`src/eth_frame_pkg.sv`:
```
`default_nettype none

// Frame layout and header field values for UDP over IPv4 over Ethernet
package eth_frame_pkg;

    // Widths that carry a meaning in the headers
    typedef logic [47:0] mac_addr_t;
    typedef logic [31:0] ip_addr_t;
    typedef logic [15:0] udp_port_t;
    typedef logic [15:0] word16_t;

    // Header sizes in bytes
    localparam int MAC_HEADER_BYTES = 14;
    localparam int IP_HEADER_BYTES = 20;
    localparam int UDP_HEADER_BYTES = 8;
    localparam int HEADER_BYTES = MAC_HEADER_BYTES + IP_HEADER_BYTES + UDP_HEADER_BYTES;

    // Frame check sequence trails the body
    localparam int FCS_BYTES = 4;

    // MAC header type field, IPv4 payload
    localparam word16_t ETHER_TYPE_IPV4 = 16'h0800;

    // IPv4 header fixed fields
    localparam logic [3:0] IP_VERSION = 4'd4;
    // Header length in 32-bit words, no options
    localparam logic [3:0] IP_IHL = 4'd5;
    // High throughput and reliability requested
    localparam logic [7:0] IP_TOS = 8'h0C;
    localparam logic [7:0] IP_TTL = 8'hFF;
    // Next level protocol is UDP
    localparam logic [7:0] IP_PROTOCOL_UDP = 8'h11;

    // IEEE 802.3 CRC-32, normal form
    localparam logic [31:0] CRC_POLYNOMIAL = 32'h04C11DB7;
    localparam logic [31:0] CRC_INIT = 32'hFFFF_FFFF;

endpackage

`default_nettype wire

```
`src/mii_pkg.sv`:
```
`default_nettype none

// PHY side timing and data definitions
package mii_pkg;

    // One transfer on tx_d
    typedef logic [3:0] nibble_t;

    // 15 preamble nibbles followed by the SFD nibble
    localparam int PREAMBLE_NIBBLES = 16;
    localparam nibble_t PREAMBLE_NIBBLE = 4'b0101;
    localparam nibble_t SFD_NIBBLE = 4'b1101;

    // Interframe gap in tx_clk falls, 20 bytes worth
    localparam int GAP_NIBBLES = 40;

    // Transmit controller states
    typedef enum logic [2:0] {
        POWER_UP,
        READY,
        CHECKSUM_1,
        CHECKSUM_2,
        SEND_PREAMBLE,
        SEND_BODY,
        SEND_FCS,
        GAP
    } tx_state_t;

endpackage

`default_nettype wire

```
`src/frame_stream_if.sv`:
```
`default_nettype none

// Body nibble stream between the controller, the shifter and the CRC
interface frame_stream_if;
    import mii_pkg::*;

    // Start of a new frame, shifter reloads and CRC restarts
    logic load;
    // One step per nibble put on the wire
    logic advance;
    // Body nibble in wire order
    nibble_t nibble;
    // Final body nibble is on nibble
    logic body_last;

    modport ctrl (output load, output advance, input nibble, input body_last);
    modport shifter (input load, input advance, output nibble, output body_last);
    modport crc (input load, input advance, input nibble);

endinterface

`default_nettype wire

```
`src/mii_clock.sv`:
```
`default_nettype none

module mii_clock #(
    parameter int DIVIDER = 4
) (
    input  logic clk,
    input  logic reset,
    input  logic eth_tx_clk,
    output logic eth_ref_clk,
    output logic tx_fall
);

    // Divide ratio must leave room for a high and a low phase
    if (DIVIDER < 2) begin : g_bad_divider
        $error("mii_clock: DIVIDER must be at least 2");
    end

    localparam int COUNT_W = $clog2(DIVIDER);
    localparam int COUNT_MAX = DIVIDER - 1;
    // Reference clock goes high from this count on
    localparam int COUNT_HIGH = DIVIDER / 2;

    logic [COUNT_W-1:0] div_count;
    logic tx_clk_prev;

    // Free running divider, low half first
    always_ff @(posedge clk) begin
        if (reset) begin
            div_count <= '0;
            eth_ref_clk <= 1'b0;
        end else begin
            eth_ref_clk <= (div_count >= COUNT_W'(COUNT_HIGH));
            if (div_count == COUNT_W'(COUNT_MAX)) begin
                div_count <= '0;
            end else begin
                div_count <= div_count + 1'b1;
            end
        end
    end

    // Previous tx_clk sample, cleared so no fall shows right after reset
    always_ff @(posedge clk) begin
        if (reset) begin
            tx_clk_prev <= 1'b0;
        end else begin
            tx_clk_prev <= eth_tx_clk;
        end
    end

    assign tx_fall = tx_clk_prev && !eth_tx_clk;

endmodule

`default_nettype wire

```
`src/frame_builder.sv`:
```
`default_nettype none

module frame_builder #(
    parameter int DATA_BYTES = 8
) (
    input  logic clk,
    input  logic reset,
    input  logic capture,
    input  logic [8*DATA_BYTES-1:0] data,
    input  eth_frame_pkg::mac_addr_t src_mac,
    input  eth_frame_pkg::mac_addr_t dest_mac,
    input  eth_frame_pkg::ip_addr_t src_ip,
    input  eth_frame_pkg::ip_addr_t dest_ip,
    input  eth_frame_pkg::udp_port_t src_port,
    input  eth_frame_pkg::udp_port_t dest_port,
    output logic [8*eth_frame_pkg::HEADER_BYTES-1:0] header,
    output logic [8*DATA_BYTES-1:0] payload
);
    import eth_frame_pkg::*;

    // Length fields depend only on the payload width
    localparam word16_t IP_TOTAL_LENGTH =
        word16_t'(IP_HEADER_BYTES + UDP_HEADER_BYTES + DATA_BYTES);
    localparam word16_t UDP_LENGTH = word16_t'(UDP_HEADER_BYTES + DATA_BYTES);

    mac_addr_t src_mac_q;
    mac_addr_t dest_mac_q;
    ip_addr_t src_ip_q;
    ip_addr_t dest_ip_q;
    udp_port_t src_port_q;
    udp_port_t dest_port_q;
    logic [31:0] sum_q;
    logic [16:0] fold_1;
    word16_t fold_2;
    word16_t checksum;

    // Addressing latched on the accepted send edge
    always_ff @(posedge clk) begin
        if (reset) begin
            src_mac_q <= '0;
            dest_mac_q <= '0;
            src_ip_q <= '0;
            dest_ip_q <= '0;
            src_port_q <= '0;
            dest_port_q <= '0;
        end else if (capture) begin
            src_mac_q <= src_mac;
            dest_mac_q <= dest_mac;
            src_ip_q <= src_ip;
            dest_ip_q <= dest_ip;
            src_port_q <= src_port;
            dest_port_q <= dest_port;
        end
    end

    always_ff @(posedge clk) begin
        if (capture) begin
            payload <= data;
        end
    end

    // First checksum step, sum of the IPv4 header words
    // Identification, flags and offset words are zero and drop out
    always_ff @(posedge clk) begin
        sum_q <= 32'({IP_VERSION, IP_IHL, IP_TOS}) + 32'(IP_TOTAL_LENGTH)
            + 32'({IP_TTL, IP_PROTOCOL_UDP})
            + 32'(src_ip_q[31:16]) + 32'(src_ip_q[15:0])
            + 32'(dest_ip_q[31:16]) + 32'(dest_ip_q[15:0]);
    end

    // Second step, end-around carry twice then ones complement
    assign fold_1 = {1'b0, sum_q[31:16]} + {1'b0, sum_q[15:0]};
    assign fold_2 = fold_1[15:0] + {15'd0, fold_1[16]};
    assign checksum = ~fold_2;

    // First header byte sits in the top bits
    assign header = {
        dest_mac_q, src_mac_q, ETHER_TYPE_IPV4,
        IP_VERSION, IP_IHL, IP_TOS, IP_TOTAL_LENGTH,
        32'h0,
        IP_TTL, IP_PROTOCOL_UDP, checksum,
        src_ip_q, dest_ip_q,
        src_port_q, dest_port_q, UDP_LENGTH, 16'h0
    };

endmodule

`default_nettype wire

```
`src/frame_shifter.sv`:
```
`default_nettype none

module frame_shifter #(
    parameter int DATA_BYTES = 8
) (
    input  logic clk,
    input  logic reset,
    frame_stream_if.shifter stream,
    input  logic [8*eth_frame_pkg::HEADER_BYTES-1:0] header,
    input  logic [8*DATA_BYTES-1:0] payload
);
    import eth_frame_pkg::*;

    localparam int BODY_BYTES = HEADER_BYTES + DATA_BYTES;
    localparam int BODY_BITS = 8 * BODY_BYTES;
    localparam int BODY_NIBBLES = 2 * BODY_BYTES;
    localparam int COUNT_W = $clog2(BODY_NIBBLES);

    logic [BODY_BITS-1:0] body_q;
    logic [COUNT_W-1:0] count_q;
    logic step;

    // Stop on the last nibble, FCS steps leave the body alone
    assign step = stream.advance && !stream.body_last;

    // Nibble position within the body
    always_ff @(posedge clk) begin
        if (reset) begin
            count_q <= '0;
        end else if (stream.load) begin
            count_q <= '0;
        end else if (step) begin
            count_q <= count_q + 1'b1;
        end
    end

    // Current byte always at the top, shifted once both nibbles are out
    always_ff @(posedge clk) begin
        if (stream.load) begin
            body_q <= {header, payload};
        end else if (step && count_q[0]) begin
            body_q <= {body_q[BODY_BITS-9:0], 8'h00};
        end
    end

    // Low nibble first, then high nibble
    assign stream.nibble = count_q[0] ? body_q[BODY_BITS-1 -: 4] : body_q[BODY_BITS-5 -: 4];
    assign stream.body_last = (count_q == COUNT_W'(BODY_NIBBLES - 1));

endmodule

`default_nettype wire

```
`src/fcs_crc32.sv`:
```
`default_nettype none

module fcs_crc32 (
    input  logic clk,
    input  logic reset,
    frame_stream_if.crc stream,
    input  logic fcs_shift,
    output mii_pkg::nibble_t fcs_nibble
);
    import eth_frame_pkg::*;
    import mii_pkg::*;

    logic [31:0] crc_q;

    // Four serial CRC steps, data bit 0 goes in first
    function automatic logic [31:0] crc_step(input logic [31:0] crc, input nibble_t d);
        logic [31:0] c;
        c = crc;
        for (int j = 0; j < 4; j++) begin
            c = {c[30:0], 1'b0} ^ ((d[j] ^ c[31]) ? CRC_POLYNOMIAL : 32'h0);
        end
        return c;
    endfunction

    always_ff @(posedge clk) begin
        if (reset) begin
            crc_q <= CRC_INIT;
        end else if (stream.load) begin
            crc_q <= CRC_INIT;
        end else if (fcs_shift) begin
            // Next FCS nibble moves to the top
            crc_q <= {crc_q[27:0], 4'h0};
        end else if (stream.advance) begin
            crc_q <= crc_step(crc_q, stream.nibble);
        end
    end

    // Bit 31 leaves first on tx_d[0], so each nibble is reversed
    assign fcs_nibble = ~{crc_q[28], crc_q[29], crc_q[30], crc_q[31]};

endmodule

`default_nettype wire

```
`src/tx_control.sv`:
```
`default_nettype none

module tx_control #(
    parameter int POWER_UP_CYCLES = 17_000_000
) (
    input  logic clk,
    input  logic reset,
    input  logic send,
    input  logic tx_fall,
    input  mii_pkg::nibble_t fcs_nibble,
    frame_stream_if.ctrl stream,
    output logic capture,
    output logic fcs_shift,
    output logic ready,
    output logic eth_rstn,
    output logic eth_tx_en,
    output mii_pkg::nibble_t eth_tx_d
);
    import eth_frame_pkg::*;
    import mii_pkg::*;

    if (POWER_UP_CYCLES < 0) begin : g_bad_power_up
        $error("tx_control: POWER_UP_CYCLES must not be negative");
    end

    // One counter serves power-up, preamble, FCS and gap
    localparam int COUNT_MAX = (POWER_UP_CYCLES > GAP_NIBBLES) ? POWER_UP_CYCLES : GAP_NIBBLES;
    localparam int COUNT_W = $clog2(COUNT_MAX + 1);
    localparam int FCS_NIBBLES = 2 * FCS_BYTES;

    tx_state_t state;
    logic [COUNT_W-1:0] count;
    logic send_prev;
    logic advance;

    assign ready = (state == READY);
    // Rising edge of send, only taken while idle
    assign capture = ready && send && !send_prev;

    // Frame goes into the shifter once the checksum has settled
    assign stream.load = (state == CHECKSUM_2);
    assign advance = tx_fall && (state == SEND_BODY || state == SEND_FCS);
    assign stream.advance = advance;
    assign fcs_shift = advance && (state == SEND_FCS);

    always_ff @(posedge clk) begin
        if (reset) begin
            state <= POWER_UP;
            count <= '0;
            // Starts high so a send held through reset is not an edge
            send_prev <= 1'b1;
            eth_rstn <= 1'b0;
            eth_tx_en <= 1'b0;
            eth_tx_d <= '0;
        end else begin
            send_prev <= send;
            eth_rstn <= 1'b1;
            case (state)
                // PHY needs time after its reset is released
                POWER_UP: begin
                    if (count == COUNT_W'(POWER_UP_CYCLES)) begin
                        count <= '0;
                        state <= READY;
                    end else begin
                        count <= count + 1'b1;
                    end
                end
                READY: begin
                    if (capture) begin
                        count <= '0;
                        state <= CHECKSUM_1;
                    end
                end
                CHECKSUM_1: state <= CHECKSUM_2;
                CHECKSUM_2: state <= SEND_PREAMBLE;
                SEND_PREAMBLE: begin
                    if (tx_fall) begin
                        eth_tx_en <= 1'b1;
                        if (count == COUNT_W'(PREAMBLE_NIBBLES - 1)) begin
                            eth_tx_d <= SFD_NIBBLE;
                            count <= '0;
                            state <= SEND_BODY;
                        end else begin
                            eth_tx_d <= PREAMBLE_NIBBLE;
                            count <= count + 1'b1;
                        end
                    end
                end
                // Shifter length decides when the body ends
                SEND_BODY: begin
                    if (tx_fall) begin
                        eth_tx_d <= stream.nibble;
                        if (stream.body_last) begin
                            state <= SEND_FCS;
                        end
                    end
                end
                SEND_FCS: begin
                    if (tx_fall) begin
                        eth_tx_d <= fcs_nibble;
                        if (count == COUNT_W'(FCS_NIBBLES - 1)) begin
                            count <= '0;
                            state <= GAP;
                        end else begin
                            count <= count + 1'b1;
                        end
                    end
                end
                // First fall drops the pins, then the gap is counted
                GAP: begin
                    if (tx_fall) begin
                        eth_tx_en <= 1'b0;
                        eth_tx_d <= '0;
                        if (count == COUNT_W'(GAP_NIBBLES)) begin
                            count <= '0;
                            state <= READY;
                        end else begin
                            count <= count + 1'b1;
                        end
                    end
                end
                default: state <= POWER_UP;
            endcase
        end
    end

endmodule

`default_nettype wire

```
`src/udp_eth_tx.sv`:
```
`default_nettype none

module udp_eth_tx #(
    parameter int DATA_BYTES = 8,
    parameter int DIVIDER = 4,
    parameter int POWER_UP_CYCLES = 17_000_000
) (
    input  logic clk,
    input  logic reset,
    input  logic send,
    input  logic [8*DATA_BYTES-1:0] data,
    input  eth_frame_pkg::mac_addr_t src_mac,
    input  eth_frame_pkg::mac_addr_t dest_mac,
    input  eth_frame_pkg::ip_addr_t src_ip,
    input  eth_frame_pkg::ip_addr_t dest_ip,
    input  eth_frame_pkg::udp_port_t src_port,
    input  eth_frame_pkg::udp_port_t dest_port,
    input  logic eth_tx_clk,
    output logic ready,
    output logic eth_ref_clk,
    output logic eth_rstn,
    output logic eth_tx_en,
    output mii_pkg::nibble_t eth_tx_d
);
    import eth_frame_pkg::*;
    import mii_pkg::*;

    // Payload must fit a 576 byte datagram with a full IPv4 header
    if (DATA_BYTES < 1 || DATA_BYTES > 508) begin : g_bad_data_bytes
        $error("udp_eth_tx: DATA_BYTES must be in 1 to 508");
    end

    logic tx_fall;
    logic capture;
    logic fcs_shift;
    logic [8*HEADER_BYTES-1:0] header;
    logic [8*DATA_BYTES-1:0] payload;
    nibble_t fcs_nibble;

    frame_stream_if stream ();

    mii_clock #(.DIVIDER(DIVIDER)) i_mii_clock (
        .clk(clk),
        .reset(reset),
        .eth_tx_clk(eth_tx_clk),
        .eth_ref_clk(eth_ref_clk),
        .tx_fall(tx_fall)
    );

    frame_builder #(.DATA_BYTES(DATA_BYTES)) i_frame_builder (
        .clk(clk),
        .reset(reset),
        .capture(capture),
        .data(data),
        .src_mac(src_mac),
        .dest_mac(dest_mac),
        .src_ip(src_ip),
        .dest_ip(dest_ip),
        .src_port(src_port),
        .dest_port(dest_port),
        .header(header),
        .payload(payload)
    );

    frame_shifter #(.DATA_BYTES(DATA_BYTES)) i_frame_shifter (
        .clk(clk),
        .reset(reset),
        .stream(stream.shifter),
        .header(header),
        .payload(payload)
    );

    fcs_crc32 i_fcs_crc32 (
        .clk(clk),
        .reset(reset),
        .stream(stream.crc),
        .fcs_shift(fcs_shift),
        .fcs_nibble(fcs_nibble)
    );

    tx_control #(.POWER_UP_CYCLES(POWER_UP_CYCLES)) i_tx_control (
        .clk(clk),
        .reset(reset),
        .send(send),
        .tx_fall(tx_fall),
        .fcs_nibble(fcs_nibble),
        .stream(stream.ctrl),
        .capture(capture),
        .fcs_shift(fcs_shift),
        .ready(ready),
        .eth_rstn(eth_rstn),
        .eth_tx_en(eth_tx_en),
        .eth_tx_d(eth_tx_d)
    );

endmodule

`default_nettype wire

```
`config.mk`:
```
export PLATFORM = sky130hd
export DESIGN_NAME = udp_eth_tx
export DESIGN_NICKNAME = d
export VERILOG_FILES = /design/src/eth_frame_pkg.sv /design/src/mii_pkg.sv /design/src/frame_stream_if.sv /design/src/mii_clock.sv /design/src/frame_builder.sv /design/src/frame_shifter.sv /design/src/fcs_crc32.sv /design/src/tx_control.sv /design/src/udp_eth_tx.sv
export SDC_FILE = /design/constraint.sdc
export NUM_CORES = 1
export LEC_CHECK = 0
export ABC_AREA = 1
export BUFFER_PORTS_ARGS = -buffer_cell sky130_fd_sc_hd__buf_2
export CAP_MARGIN = 20
export CORE_MARGIN = 5
export CORE_UTILIZATION = 47
export CTS_BUF_LIST = sky130_fd_sc_hd__clkbuf_4
export CTS_CLUSTER_DIAMETER = 50
export DETAILED_ROUTE_END_ITERATION = 6
export PLACE_DENSITY = 0.68
export SETUP_SLACK_MARGIN = 0.2
export SLEW_MARGIN = 20
export SYNTH_ARGS = -nofsm -noshare
export SYNTH_HDL_FRONTEND = slang
export SYNTH_SLANG_ARGS = --single-unit
```
`constraint.sdc`:
```
create_clock -name clk -period 8.6 [get_ports clk]
set_input_delay 1.72 -clock clk [delete_from_list [all_inputs] [get_ports clk]]
set_output_delay 1.72 -clock clk [all_outputs]
set_load 0.05 [all_outputs]
```
==> summary.log, run 1 <==
[sta] final total negative setup slack 0 ns
[floorplanning] floorplan core area 65900 µm²
[sta] Setup-failing EPs final 0
[sta] worst hold slack across all endpoints 0.444 ns
[logic_synthesis] cell types with the largest area share after synthesis sky130_fd_sc_hd__edfxtp_1 (32%), sky130_fd_sc_hd__dfxtp_1 (27%), sky130_fd_sc_hd__nor2_1 (8.2%), sky130_fd_sc_hd__o21ai_0 (5.9%), sky130_fd_sc_hd__a22o_1 (5.6%)
[global_route] maximum number of pins on one net before global-route repair 244
[routing] number of detailed-route iterations in the first pass 5
[floorplanning] Die Ht 268 µm
[floorplanning] IO Pins 268
[routing] average routed wire per standard cell 15.6 µm
[worst_setup_path] kind of critical path primary input to flop
[sta] final slew viol count 0
[worst_hold_path] number of cells on the worst hold path 2
[power_and_ir_drop] IR drop worst, VDD 133 µV
[power_and_ir_drop] P_leak 14.4 nW
[global_route] initial antenna violation count 4
[logic_synthesis] count of distinct cell types in the synthesized netlist 45
[worst_setup_path] crit start category primary input
[cells_and_area] Layout Utilization 54.2%
[run_status] status finished, final reports clean
[floorplanning] floorplan die area 71900 µm²
[worst_setup_path] Critical Path End Type flop
[sta] post-layout min period 4.96 ns
[logic_synthesis] Seq cells post-synth 753
[cells_and_area] Finished Layout Cells 4636
[clock_tree] cts repair resizes 0
[worst_setup_path] beginning of the critical path eth_tx_clk
[sta] f_max 0.202 GHz
[routing] Vias 23600
[clock_tree] clock tree from TritonCTS built
[routing] 1st-iter DRT viols 1627
[placed_design] post-place setup slack 2.56 ns
[global_route] met3 Track Usage GR 4.38%
[cells_and_area] Final Net Count 3933
[global_route] GRT overflow 0
[global_route] global-route wire length before repair 116000 µm
[logic_synthesis] post-synthesis instance area 31300 µm²
[floorplanning] chip width 268 µm
[worst_setup_path] arrival time at the worst endpoint 5.56 ns
[worst_setup_path] number of cells on the worst reg-to-reg path 10
[clock_tree] count of hold-fix buffers inserted at cts 0
[global_route] routing layer with the top usage in global route met2
[sta] Worst-Margin Slew 1.20 ns
[logic_synthesis] Post-Synthesis Mean Instance Area 9.43 µm²
[global_route] vias in the first global route 22700
[floorplanning] starting density of the core 47.5%
[worst_setup_path] reg-to-reg critical path startpoint i_tx_control.state[2]
[logic_synthesis] share of synthesized area occupied by flip-flops and latches 58.9%
[placed_design] Post-Place Cells 4283
[placed_design] last weighted congestion value of the routability-driven placer 0.857
[sta] final hold violation count 0
[cells_and_area] area grow syn2layout 14.1%
[routing] final antenna-violating net count 0
[worst_hold_path] Hold Startpoint i_frame_shifter.body_q[289]
[floorplanning] row cnt 94
[worst_setup_path] flop2flop setup slack 3.70 ns
[clock_tree] maximum clock insertion buffer count 3
[routing] WL final 72200 µm
[clock_tree] total clock sinks 753
[logic_synthesis] fraction of post-synthesis cell area in the top cell type by area 32.2%
[cells_and_area] ratio of cells with drive above 1 in the final layout 16.8%
[flow_run] count of maximum capacitance violations 0
[clock_tree] clock slew at the register clock pins of the worst setup and hold paths 0.07 ns
[sta] worst clock skew on the final layout 0.0880 ns
[routing] number of design rule violations left after detail routing 0
[global_route] global-route total usage across every layer 19.8%
[logic_synthesis] cell type contributing the most total cell area after synthesis sky130_fd_sc_hd__edfxtp_1
[clock_tree] post-CTS setup repair buffer count 0
[global_route] met1 Use GR 26.6%
[global_route] GR met2 Demand/Resource 31.8%
[clock_tree] H-tree depth 4
[worst_setup_path] Data required, critical path 9.20 ns
[clock_tree] cts bufs inserted 189
[sta] Slew Limit Headroom 20.0%
[logic_synthesis] number of warnings issued by yosys 0
[worst_hold_path] type of the tightest min-delay check flop to flop
[sta] RSZ-0062 raised after global routing no
[worst_setup_path] maximum fanout along the worst path 108
[power_and_ir_drop] Power Dens Cells 215 nW/µm²
[logic_synthesis] post-synth net total 3645
[sta] period utilisation layout 57.7%
[clock_tree] clock latency on the worst-skew pair 1.01 ns
[placed_design] HPWL after detailed placement 45200 µm
[placed_design] number of port buffers 267
[routing] Vias/cell 5.10
[sta] Final WS setup 3.64 ns
[clock_tree] clock root buffer master sky130_fd_sc_hd__clkbuf_4
[logic_synthesis] post-synthesis cell count 3322
-- metal layers --
layer / part of all wire (%) / routed length [µm]
met1: 45 / 32300
met5: 0 / 0
met3: 4.9 / 3560
met4: 2.6 / 1890
met2: 48 / 34400
-- logic make-up (layout without fill, tap and decap cells) --
family | Yosys count | after routing | synth area share (%)
AOI/OAI and AO/OA | 722 | 722 | 14.2
DFF | 753 | 753 | 58.9
buffers and inverters | 405 | 850 | 5.10
adders and majority gates | 63 | 63 | 3.31
xor gates and xnor gates | 47 | 47 | 1.31
and+or+nand+nor | 1332 | 1332 | 17.2
other | 0 | 5 | 0
-- per-stage QoR --
| step | power [mW] | instance area (µm²) |
|---|---|---|
| final | 7.67 | 35700 |
| after global placement | 4.63 | 33100 |
| after CTS | 7.78 | 35700 |
| after floorplan | 4.42 | 31300 |
| after global routing | 8.09 | 35700 |
| after detailed placement | 4.65 | 33100 |
-- path summary, 6_finish.rpt --
path / to
max: i_frame_shifter.body_q[102]
min: i_frame_shifter.body_q[297]
max reg2reg: i_frame_shifter.body_q[102]
min reg2reg: i_frame_shifter.body_q[297]
-- sequential cells by signal, summed over array words and instances (netlist names), 4 cells and up --
name / cells
i_frame_builder.dest_port_q: 16
i_frame_builder.dest_mac_q: 48
i_frame_builder.src_port_q: 16
i_frame_shifter.count_q: 7
i_fcs_crc32.crc_q: 32
i_frame_builder.dest_ip_q: 32
i_frame_builder.payload: 64
i_tx_control.eth_tx_d: 4
i_frame_builder.src_ip_q: 32
i_frame_builder.src_mac_q: 48
i_frame_shifter.body_q: 400
i_frame_builder.sum_q: 19
i_tx_control.count: 25
-- worst max-delay path, cell delays in order --
cell and delay (ns):
sky130_fd_sc_hd__buf_2 0.10, sky130_fd_sc_hd__inv_1 0.06, sky130_fd_sc_hd__nand2_1 0.21, sky130_fd_sc_hd__nor2_8 0.50, sky130_fd_sc_hd__nand2_4 0.14, sky130_fd_sc_hd__nor2_8 0.10
sky130_fd_sc_hd__buf_4 0.70, sky130_fd_sc_hd__inv_4 0.44, sky130_fd_sc_hd__nand2_8 0.73, sky130_fd_sc_hd__buf_4 0.71
-- cell type report --
class | count | area (µm²)
clock inverters | 49 | 319
multi-input cells | 2164 | 11300
clock buffers | 299 | 2240
flip-flops and latches | 753 | 18400
fillers | 6043 | 30200
inverters | 221 | 845
diodes | 5 | 12.5
well taps | 864 | 1080
repair buffers | 281 | 1470
-- placed cells by master, fill, tap and decap left out, types with 20 or more instances in the layout --
cell	netlist	routed
sky130_fd_sc_hd__fa_1	33	33
sky130_fd_sc_hd__clkbuf_4	0	299
sky130_fd_sc_hd__nand3_1	134	134
sky130_fd_sc_hd__a21oi_1	111	111
sky130_fd_sc_hd__nand4_1	20	20
sky130_fd_sc_hd__o21ai_0	371	371
sky130_fd_sc_hd__nand2_1	436	434
sky130_fd_sc_hd__buf_2	52	267
sky130_fd_sc_hd__nor2_1	684	683
sky130_fd_sc_hd__inv_1	213	211
sky130_fd_sc_hd__ha_1	30	30
sky130_fd_sc_hd__xor2_1	38	38
sky130_fd_sc_hd__a22o_1	200	200
sky130_fd_sc_hd__clkinv_1	1	31
sky130_fd_sc_hd__dfxtp_1	417	417
sky130_fd_sc_hd__edfxtp_1	336	336
-- power breakdown --
| part | switching [mW] | leakage, nW | internal, mW | total [mW] |
|---|---|---|---|---|
| logic | 0.436 | 6.59 | 0.220 | 0.657 |
| registers | 0.0821 | 6.27 | 3.83 | 3.91 |
| clock network | 1.45 | 1.51 | 1.65 | 3.10 |
-- synth_stat cells (all sizes together) --
master,number
clkinv,1
o21ai,378
edfxtp,336
o221ai,2
fa,33
nand3,135
buf,60
o31ai,1
dfxtp,417
o311ai,2
nand4,20
a31oi,7
xnor2,9
a211oi,1
a22o,200
ha,30
a21boi,2
o211ai,8
nand2,438
o22ai,2
clkbuf,124
nor4,6
o21a,1
or2,17
o21bai,4
a21o,3
xor2,38
nand3b,6
inv,220
nor2,691
a21oi,111
nor3,19
Note: power is estimated with default switching activity, not from simulation.
==> inputs of run 2 (changes only) <==
--- a/config.mk
+++ b/config.mk
@@ -13,7 +13,7 @@
 export CTS_BUF_LIST = sky130_fd_sc_hd__clkbuf_4
 export CTS_CLUSTER_DIAMETER = 50
 export DETAILED_ROUTE_END_ITERATION = 6
-export PLACE_DENSITY = 0.68
+export PLACE_DENSITY = 0.65
 export SETUP_SLACK_MARGIN = 0.2
 export SLEW_MARGIN = 20
 export SYNTH_ARGS = -nofsm -noshare
==> constraint.sdc (replaced) <==
create_clock -name clk -period 5 [get_ports clk]
set_input_delay 1 -clock clk [delete_from_list [all_inputs] [get_ports clk]]
set_output_delay 1 -clock clk [all_outputs]
set_load 0.05 [all_outputs]
==> run 2 against run 1 <==
- global-route usage increased by 0.26 points
- routed wire length rose by 1.3%
- worst hold slack lost 0.28 ns
- non-clock buffer count rose by 15
- final cell count increased by 0.58%
- critical path type is now flop to flop
==> summary.log, run 2 (same netlist as run 1, synthesis figures left out) <==
[placed_design] HPWL after detailed placement 46900 µm
[worst_setup_path] slowest stage cell on the critical path sky130_fd_sc_hd__fa_1
[clock_tree] clock root buffer master sky130_fd_sc_hd__clkbuf_4
[worst_setup_path] kind of critical path flop to flop
[cells_and_area] flip-flop count of the largest register after layout 400
[routing] WL final 73200 µm
[cells_and_area] Final Net Count 3953
[clock_tree] H-tree depth 4
[sta] Slew Limit Headroom 33.1%
[sta] Setup-failing EPs final 0
[clock_tree] clock latency on the worst-skew pair 1.01 ns
[power_and_ir_drop] P_leak 14.5 nW
[sta] RSZ-0062 raised after global routing no
[global_route] global-route total usage across every layer 20.0%
[global_route] global-route wire length before repair 117000 µm
[power_and_ir_drop] total power draw 13.3 mW
[worst_setup_path] cell seen most often among critical-path stages sky130_fd_sc_hd__nand2_1
[routing] final antenna-violating net count 0
[placed_design] number of port buffers 267
[cells_and_area] largest registers i_frame_shifter.body_q x400, i_frame_builder.payload x64
[global_route] maximum number of pins on one net before global-route repair 177
[floorplanning] starting density of the core 47.5%
[worst_setup_path] Critical Path End Type flop
[routing] detailed-route wire length on metal 1 32900 µm
[worst_setup_path] crit start category flop
[clock_tree] cts bufs inserted 194
[worst_setup_path] Data required, critical path 5.85 ns
[routing] number of detailed-route iterations in the first pass 5
[cells_and_area] commonest cells after routing, fill and taps aside sky130_fd_sc_hd__nor2_1 (683), sky130_fd_sc_hd__nand2_1 (434), sky130_fd_sc_hd__dfxtp_1 (417)
[routing] highest signal layer in the routed design met5
[floorplanning] Die Ht 268 µm
[sta] final hold violation count 0
[clock_tree] maximum clock insertion buffer count 3
[flow_run] count of maximum capacitance violations 0
[power_and_ir_drop] IR drop worst, VDD 245 µV
[cells_and_area] area grow syn2layout 14.8%
[sta] worst clock skew on the final layout 0.0577 ns
[routing] Vias/cell 5.06
[sta] period utilisation layout 83.6%
[clock_tree] total clock sinks 753
[worst_setup_path] largest stage delay on the critical path 0.50 ns
[sta] f_max 0.239 GHz
[global_route] initial antenna violation count 4
[global_route] GRT overflow 0
[power_and_ir_drop] Power Dens Cells 370 nW/µm²
[routing] average routed wire per standard cell 15.7 µm
[routing] met3 routed wirelength 4040 µm
[worst_setup_path] maximum fanout along the worst path 5
[worst_setup_path] arrival time at the worst endpoint 5.04 ns
[routing] Vias 23600
[sta] final slew viol count 0
[sta] final total negative setup slack 0 ns
[floorplanning] chip width 268 µm
[clock_tree] clock slew at the register clock pins of the worst setup and hold paths 0.07 ns
[floorplanning] floorplan core area 65900 µm²
[routing] number of design rule violations left after detail routing 0
[floorplanning] IO Pins 268
[worst_setup_path] kind of cell adding the most delay to the critical path simple AND/OR/NAND/NOR gates
[sta] Worst-Margin Slew 1.00 ns
[worst_setup_path] crit path buf inv count 3
[clock_tree] count of hold-fix buffers inserted at cts 0
[routing] 1st-iter DRT viols 1726
[floorplanning] floorplan die area 71900 µm²
[cells_and_area] ratio of cells with drive above 1 in the final layout 17.3%
[cells_and_area] most common library cell in the layout ignoring fill and taps sky130_fd_sc_hd__nor2_1
[worst_setup_path] worst path cell trace inv_1, nor3_1, nand2_1, o21ai_0, nand2_1, nor2_1, nand2_1, nand2_1, xor2_1, fa_1, inv_1, fa_1, inv_1, ha_1, nand2_1, nor2_1, nand3_1, nand4_1, a21oi_1, xnor2_1
[placed_design] last weighted congestion value of the routability-driven placer 0.919
[floorplanning] row cnt 94
[global_route] vias in the first global route 22800
[routing] routed wl met2 34300 µm
[clock_tree] cts repair resizes 0
[clock_tree] post-CTS setup repair buffer count 0
[worst_hold_path] type of the tightest min-delay check primary input to flop
[cells_and_area] register containing the most flip-flops in the final layout i_frame_shifter.body_q
[clock_tree] clock tree from TritonCTS built
[run_status] status finished, final reports clean
[sta] post-layout min period 4.18 ns
## run 2: changes by cell type in the layout (fill, tap and decap cells not counted), moves of 2 or more
cell,change
sky130_fd_sc_hd__buf_4,+10
sky130_fd_sc_hd__clkbuf_4,+7
sky130_fd_sc_hd__inv_8,+2
sky130_fd_sc_hd__clkinv_8,-3
sky130_fd_sc_hd__buf_12,+5
sky130_fd_sc_hd__clkinv_1,+5
## run 2: area by class of cell
cell class / instances / area, µm²
Fill cell: 6088 / 29900
Sequential cell: 753 / 18400
Clock inverter: 55 / 329
Antenna cell: 4 / 10.0
Tap cell: 864 / 1080
Multi-Input combinational cell: 2164 / 11300
Clock buffer: 306 / 2300
Timing Repair Buffer: 296 / 1640
Inverter: 221 / 845
## run 2: worst paths after layout
kind,cells after the start,startpoint,to,slack (ns)
min,1,data[2],i_frame_builder.payload[2],0.17
max reg2reg,20,i_frame_builder.src_ip_q[16],i_frame_builder.sum_q[17],0.82
max,20,i_frame_builder.src_ip_q[16],i_frame_builder.sum_q[17],0.82
min reg2reg,2,i_frame_shifter.body_q[288],i_frame_shifter.body_q[296],0.46
## run 2: worst reg2reg max path, delay by kind of cell, from the launching register on
family / cells / cell delay (ns)
simple gates: 10 / 1.42
fa+ha+maj: 3 / 1.35
compound gates: 2 / 0.55
flops: 1 / 0.37
xor+xnor: 2 / 0.21
buf+inv: 3 / 0.17
## run 2: metrics by stage
stage	setup WS (ns)	instance area, µm²	utilization (%)	std cells	hold slack [ns]
final	0.819	35900	54.6	4663	0.169
after global routing	0.468	35900	54.6	4661	0.0596
after CTS	0.829	35900	54.6	4659	0.0151
after detailed placement	0.841	33300	50.6	4298	0.448
after global placement	0.910	33300	50.6	4298	0.440
after floorplan	0.827	31300	-	3322	0.429
## run 2: where the power goes
| part | internal [mW] | switching [mW] |
|---|---|---|
| combinational | 0.382 | 0.749 |
| sequential | 6.58 | 0.147 |
| clock | 2.91 | 2.53 |
| total | 9.87 | 3.43 |
## run 2: layer usage
metal | GRT usage (%) | vias to the layer above
met5 | 0 | -
met4 | 7.63 | 4
met3 | 4.78 | 128
met2 | 31.6 | 548
met1 | 27.1 | 10900
li1 | - | 12000
==> inputs of run 3 (changes only) <==
--- a/config.mk
+++ b/config.mk
@@ -5,7 +5,7 @@
 export SDC_FILE = /design/constraint.sdc
 export NUM_CORES = 1
 export LEC_CHECK = 0
-export ABC_AREA = 1
+export ABC_AREA = 0
 export BUFFER_PORTS_ARGS = -buffer_cell sky130_fd_sc_hd__buf_2
 export CAP_MARGIN = 20
 export CORE_MARGIN = 5
@@ -13,7 +13,7 @@
 export CTS_BUF_LIST = sky130_fd_sc_hd__clkbuf_4
 export CTS_CLUSTER_DIAMETER = 50
 export DETAILED_ROUTE_END_ITERATION = 6
-export PLACE_DENSITY = 0.65
+export PLACE_DENSITY = 0.68
 export SETUP_SLACK_MARGIN = 0.2
 export SLEW_MARGIN = 20
 export SYNTH_ARGS = -nofsm -noshare
==> constraint.sdc (replaced) <==
create_clock -name clk -period 3.82 [get_ports clk]
set_input_delay 0.764 -clock clk [delete_from_list [all_inputs] [get_ports clk]]
set_output_delay 0.764 -clock clk [all_outputs]
set_load 0.05 [all_outputs]
==> run 3 against run 2 <==
- sequential share of layout area fell by 2.7 points
- die area fell by 3.3%
- first-iteration DRC count is 21% higher
- routed wire length rose by 9.7%
- core utilization is 4.7 points higher
- final area increased by 5.7%
- clock-buffer cell count decreased by 5
- critical path depth fell by 7
- synthesized area shrank 3.4%
- fmax grew 14%
- largest cell class unchanged
==> summary.log, run 3 <==
[routing] average routed wire per standard cell 17.9 µm
[cells_and_area] most common library cell in the layout ignoring fill and taps sky130_fd_sc_hd__nand2_1
[power_and_ir_drop] clock network power share 44.2%
[routing] Vias/cell 5.32
[sta] Setup-failing EPs final 0
[worst_setup_path] maximum fanout along the worst path 5
[worst_setup_path] crit start category flop
[logic_synthesis] cell type contributing the most total cell area after synthesis sky130_fd_sc_hd__edfxtp_1
[logic_synthesis] post-synthesis cell count 2893
[logic_synthesis] number of warnings issued by yosys 0
[floorplanning] Die Ht 264 µm
[clock_tree] cts bufs inserted 188
[logic_synthesis] Post-Synthesis Mean Instance Area 10.5 µm²
[logic_synthesis] cell types with the largest area share after synthesis sky130_fd_sc_hd__edfxtp_1 (33%), sky130_fd_sc_hd__dfxtp_1 (28%), sky130_fd_sc_hd__nand2_1 (9.2%), sky130_fd_sc_hd__a22o_1 (6.7%), sky130_fd_sc_hd__a21oi_1 (5.4%)
[placed_design] last weighted congestion value of the routability-driven placer 0.875
[sta] Slew Limit Headroom 29.5%
[routing] WL final 80300 µm
[logic_synthesis] post-synth net total 3216
[worst_setup_path] Critical Path End Type flop
[logic_synthesis] share of synthesized area occupied by flip-flops and latches 61.0%
[power_and_ir_drop] Sw Ratio 22.1%
[logic_synthesis] post-synthesis instance area 30300 µm²
[power_and_ir_drop] Power Dens Cells 416 nW/µm²
[floorplanning] chip width 264 µm
[run_status] status finished, final reports clean
[logic_synthesis] fraction of post-synthesis cell area in the top cell type by area 33.4%
[global_route] GRT overflow 0
[power_and_ir_drop] switching pwr 3.49 mW
[sta] worst clock skew on the final layout 0.0752 ns
[global_route] maximum number of pins on one net before global-route repair 194
[cells_and_area] register containing the most flip-flops in the final layout i_frame_shifter.body_q
[power_and_ir_drop] combinational power share 2.9%
[logic_synthesis] post-synthesis async set-or-reset flop share 0%
[worst_setup_path] arrival time at the worst endpoint 4.54 ns
[clock_tree] clock tree from TritonCTS built
[cells_and_area] area grow syn2layout 25.6%
[power_and_ir_drop] IR drop worst, VDD 319 µV
[power_and_ir_drop] P_leak 14.6 nW
[routing] 1st-iter DRT viols 2095
[sta] final slew viol count 0
[sta] final hold violation count 0
[worst_hold_path] type of the tightest min-delay check primary input to flop
[worst_setup_path] Data required, critical path 4.69 ns
[floorplanning] floorplan core area 64100 µm²
[placed_design] number of port buffers 267
[logic_synthesis] count of distinct cell types in the synthesized netlist 67
[sta] RSZ-0062 raised after global routing yes
[floorplanning] IO Pins 268
[clock_tree] clock slew at the register clock pins of the worst setup and hold paths 0.07 ns
[cells_and_area] ratio of cells with drive above 1 in the final layout 19.5%
[flow_run] count of maximum capacitance violations 0
[cells_and_area] Final Net Count 3790
[clock_tree] H-tree depth 4
[global_route] global-route total usage across every layer 22.4%
[sta] Worst-Margin Slew 1.06 ns
[logic_synthesis] cell with the most instances after synthesis sky130_fd_sc_hd__nand2_1
[clock_tree] clock root buffer master sky130_fd_sc_hd__clkbuf_4
[logic_synthesis] Seq cells post-synth 753
[global_route] global-route wire length before repair 126000 µm
[cells_and_area] flip-flop count of the largest register after layout 400
[logic_synthesis] count of flip-flops with a built-in enable after synthesis 336
[floorplanning] row cnt 93
[cells_and_area] largest registers i_frame_shifter.body_q x400, i_frame_builder.payload x64
[cells_and_area] commonest cells after routing, fill and taps aside sky130_fd_sc_hd__nand2_1 (741), sky130_fd_sc_hd__dfxtp_1 (411), sky130_fd_sc_hd__edfxtp_1 (336)
[sta] period utilisation layout 96.1%
[clock_tree] clock latency on the worst-skew pair 1.03 ns
[power_and_ir_drop] Flop pwr share 52.9%
[routing] number of design rule violations left after detail routing 0
[global_route] vias in the first global route 24200
[routing] number of detailed-route iterations in the first pass 5
[placed_design] HPWL after detailed placement 47800 µm
[global_route] initial antenna violation count 9
[power_and_ir_drop] total power draw 15.8 mW
[clock_tree] maximum clock insertion buffer count 3
[worst_setup_path] kind of critical path flop to flop
[floorplanning] starting density of the core 47.2%
[routing] final antenna-violating net count 0
[sta] f_max 0.273 GHz
[logic_synthesis] Main synth FF type sky130_fd_sc_hd__dfxtp_1
[clock_tree] total clock sinks 753
[cells_and_area] Filler Cells Inserted 5175
[logic_synthesis] most frequent cells after synthesis sky130_fd_sc_hd__nand2_1 (743), sky130_fd_sc_hd__dfxtp_1 (417), sky130_fd_sc_hd__edfxtp_1 (336)
[floorplanning] floorplan die area 69500 µm²
[routing] Vias 23900
[sta] worst hold slack across all endpoints 0.136 ns
[power_and_ir_drop] Int Pwr 12.3 mW
[sta] post-layout min period 3.67 ns
run 3: cell types whose count changed after synthesis, moves of 13 or more:
cell / change
sky130_fd_sc_hd__buf_2: -23
sky130_fd_sc_hd__nand3_1: -82
sky130_fd_sc_hd__a21oi_1: +213
sky130_fd_sc_hd__inv_1: -127
sky130_fd_sc_hd__a22o_1: +31
sky130_fd_sc_hd__nor2_1: -601
sky130_fd_sc_hd__o21ai_0: -320
sky130_fd_sc_hd__nand2_1: +307
sky130_fd_sc_hd__and3_1: +13
sky130_fd_sc_hd__clkbuf_1: +23
sky130_fd_sc_hd__xnor2_1: +51
run 3: worst paths after layout:
path / startpoint / endpoint / slack [ns] / cells past startpoint
worst max register to register: i_frame_builder.src_ip_q[16] / i_frame_builder.sum_q[12] / 0.15 / 13
worst max-delay path: i_frame_builder.src_ip_q[16] / i_frame_builder.sum_q[12] / 0.15 / 13
worst min-delay path: src_ip[27] / i_frame_builder.src_ip_q[27] / 0.14 / 3
worst min register to register: i_frame_shifter.body_q[294] / i_frame_shifter.body_q[302] / 0.42 / 2
run 3: final cells by class:
class | instances | area [µm²] | share of cell area, %
Sequential cell | 753 | 18500 | 48.6
Timing Repair Buffer | 575 | 4470 | 11.8
Antenna cell | 10 | 25.0 | 0.0659
Multi-Input combinational cell | 1861 | 11100 | 29.2
Clock buffer | 301 | 2260 | 5.95
Clock inverter | 48 | 290 | 0.764
Inverter | 88 | 338 | 0.889
Tap cell | 855 | 1070 | 2.82
run 3: critical path: stages, from the launching register on:
cell,delay (ns)
sky130_fd_sc_hd__dfxtp_4,0.37
sky130_fd_sc_hd__and4_4,0.21
sky130_fd_sc_hd__a31oi_4,0.18
sky130_fd_sc_hd__nor2_1,0.10
sky130_fd_sc_hd__xnor2_1,0.24
sky130_fd_sc_hd__fa_1,0.45
sky130_fd_sc_hd__inv_1,0.10
sky130_fd_sc_hd__fa_1,0.46
sky130_fd_sc_hd__ha_4,0.29
sky130_fd_sc_hd__a21o_1,0.19
sky130_fd_sc_hd__a21oi_4,0.21
sky130_fd_sc_hd__nor2_1,0.10
sky130_fd_sc_hd__a2111oi_1,0.50
sky130_fd_sc_hd__xnor2_1,0.16
run 3: kinds of logic (layout without fill, tap and decap cells):
kind of cell	count (synthesis)	count (layout)	synth area share (%)
simple gates	1005	1005	13.9
flops	753	753	61.0
compound gates	676	676	14.7
buf+inv	279	1012	3.62
xor+xnor	108	108	3.13
fa+ha+maj	64	64	3.46
mux	8	8	0.265
other cells	0	10	0
run 3: metrics by stage:
| stage | setup WS, ns | TNS, ns | std cells | util, % | area [µm²] |
|---|---|---|---|---|---|
| floorplan | 0.211 | 0 | 2893 | - | 30300 |
| global placement | 0.0207 | 0 | 3865 | 50.6 | 32500 |
| detailed placement | -0.0991 | -0.229 | 3865 | 50.6 | 32500 |
| CTS | 0.204 | 0 | 4472 | 58.8 | 37700 |
| global route | 0.0233 | 0 | 4490 | 59.3 | 38000 |
| finish | 0.151 | 0 | 4491 | 59.3 | 38000 |
run 3: power by group through the flow:
stage | Clock (mW) | Combinational [mW] | Sequential [mW]
3_5_place_dp | 0 | 0.242 | 8.54
6_report | 6.98 | 0.461 | 8.36
4_1_cts | 7.17 | 0.443 | 8.36
5_1_grt | 7.64 | 0.492 | 8.36
2_1_floorplan | 0 | 0.0619 | 8.55
3_3_place_gp | 0 | 0.239 | 8.54
run 3: repair_timing:
action | CTS | global route
endpoints found under the setup margin | 7 | 6
pin swaps | 6 | 37
hold endpoints to repair | 255 | 0
hold buffers | 255 | 0
resized for setup | 23 | 41
buffers inserted | 3 | 9
run 3: routing by layer:
layer  part of all wire (%)  global-route usage [%]  vias to the layer above
met5                  0.016                       0                        -
met2                     49                    37.2                      866
li1                       -                       -                    11400
met4                    4.0                    10.5                        2
met1                     41                    28.0                    11500
met3                    5.8                    4.78                      206
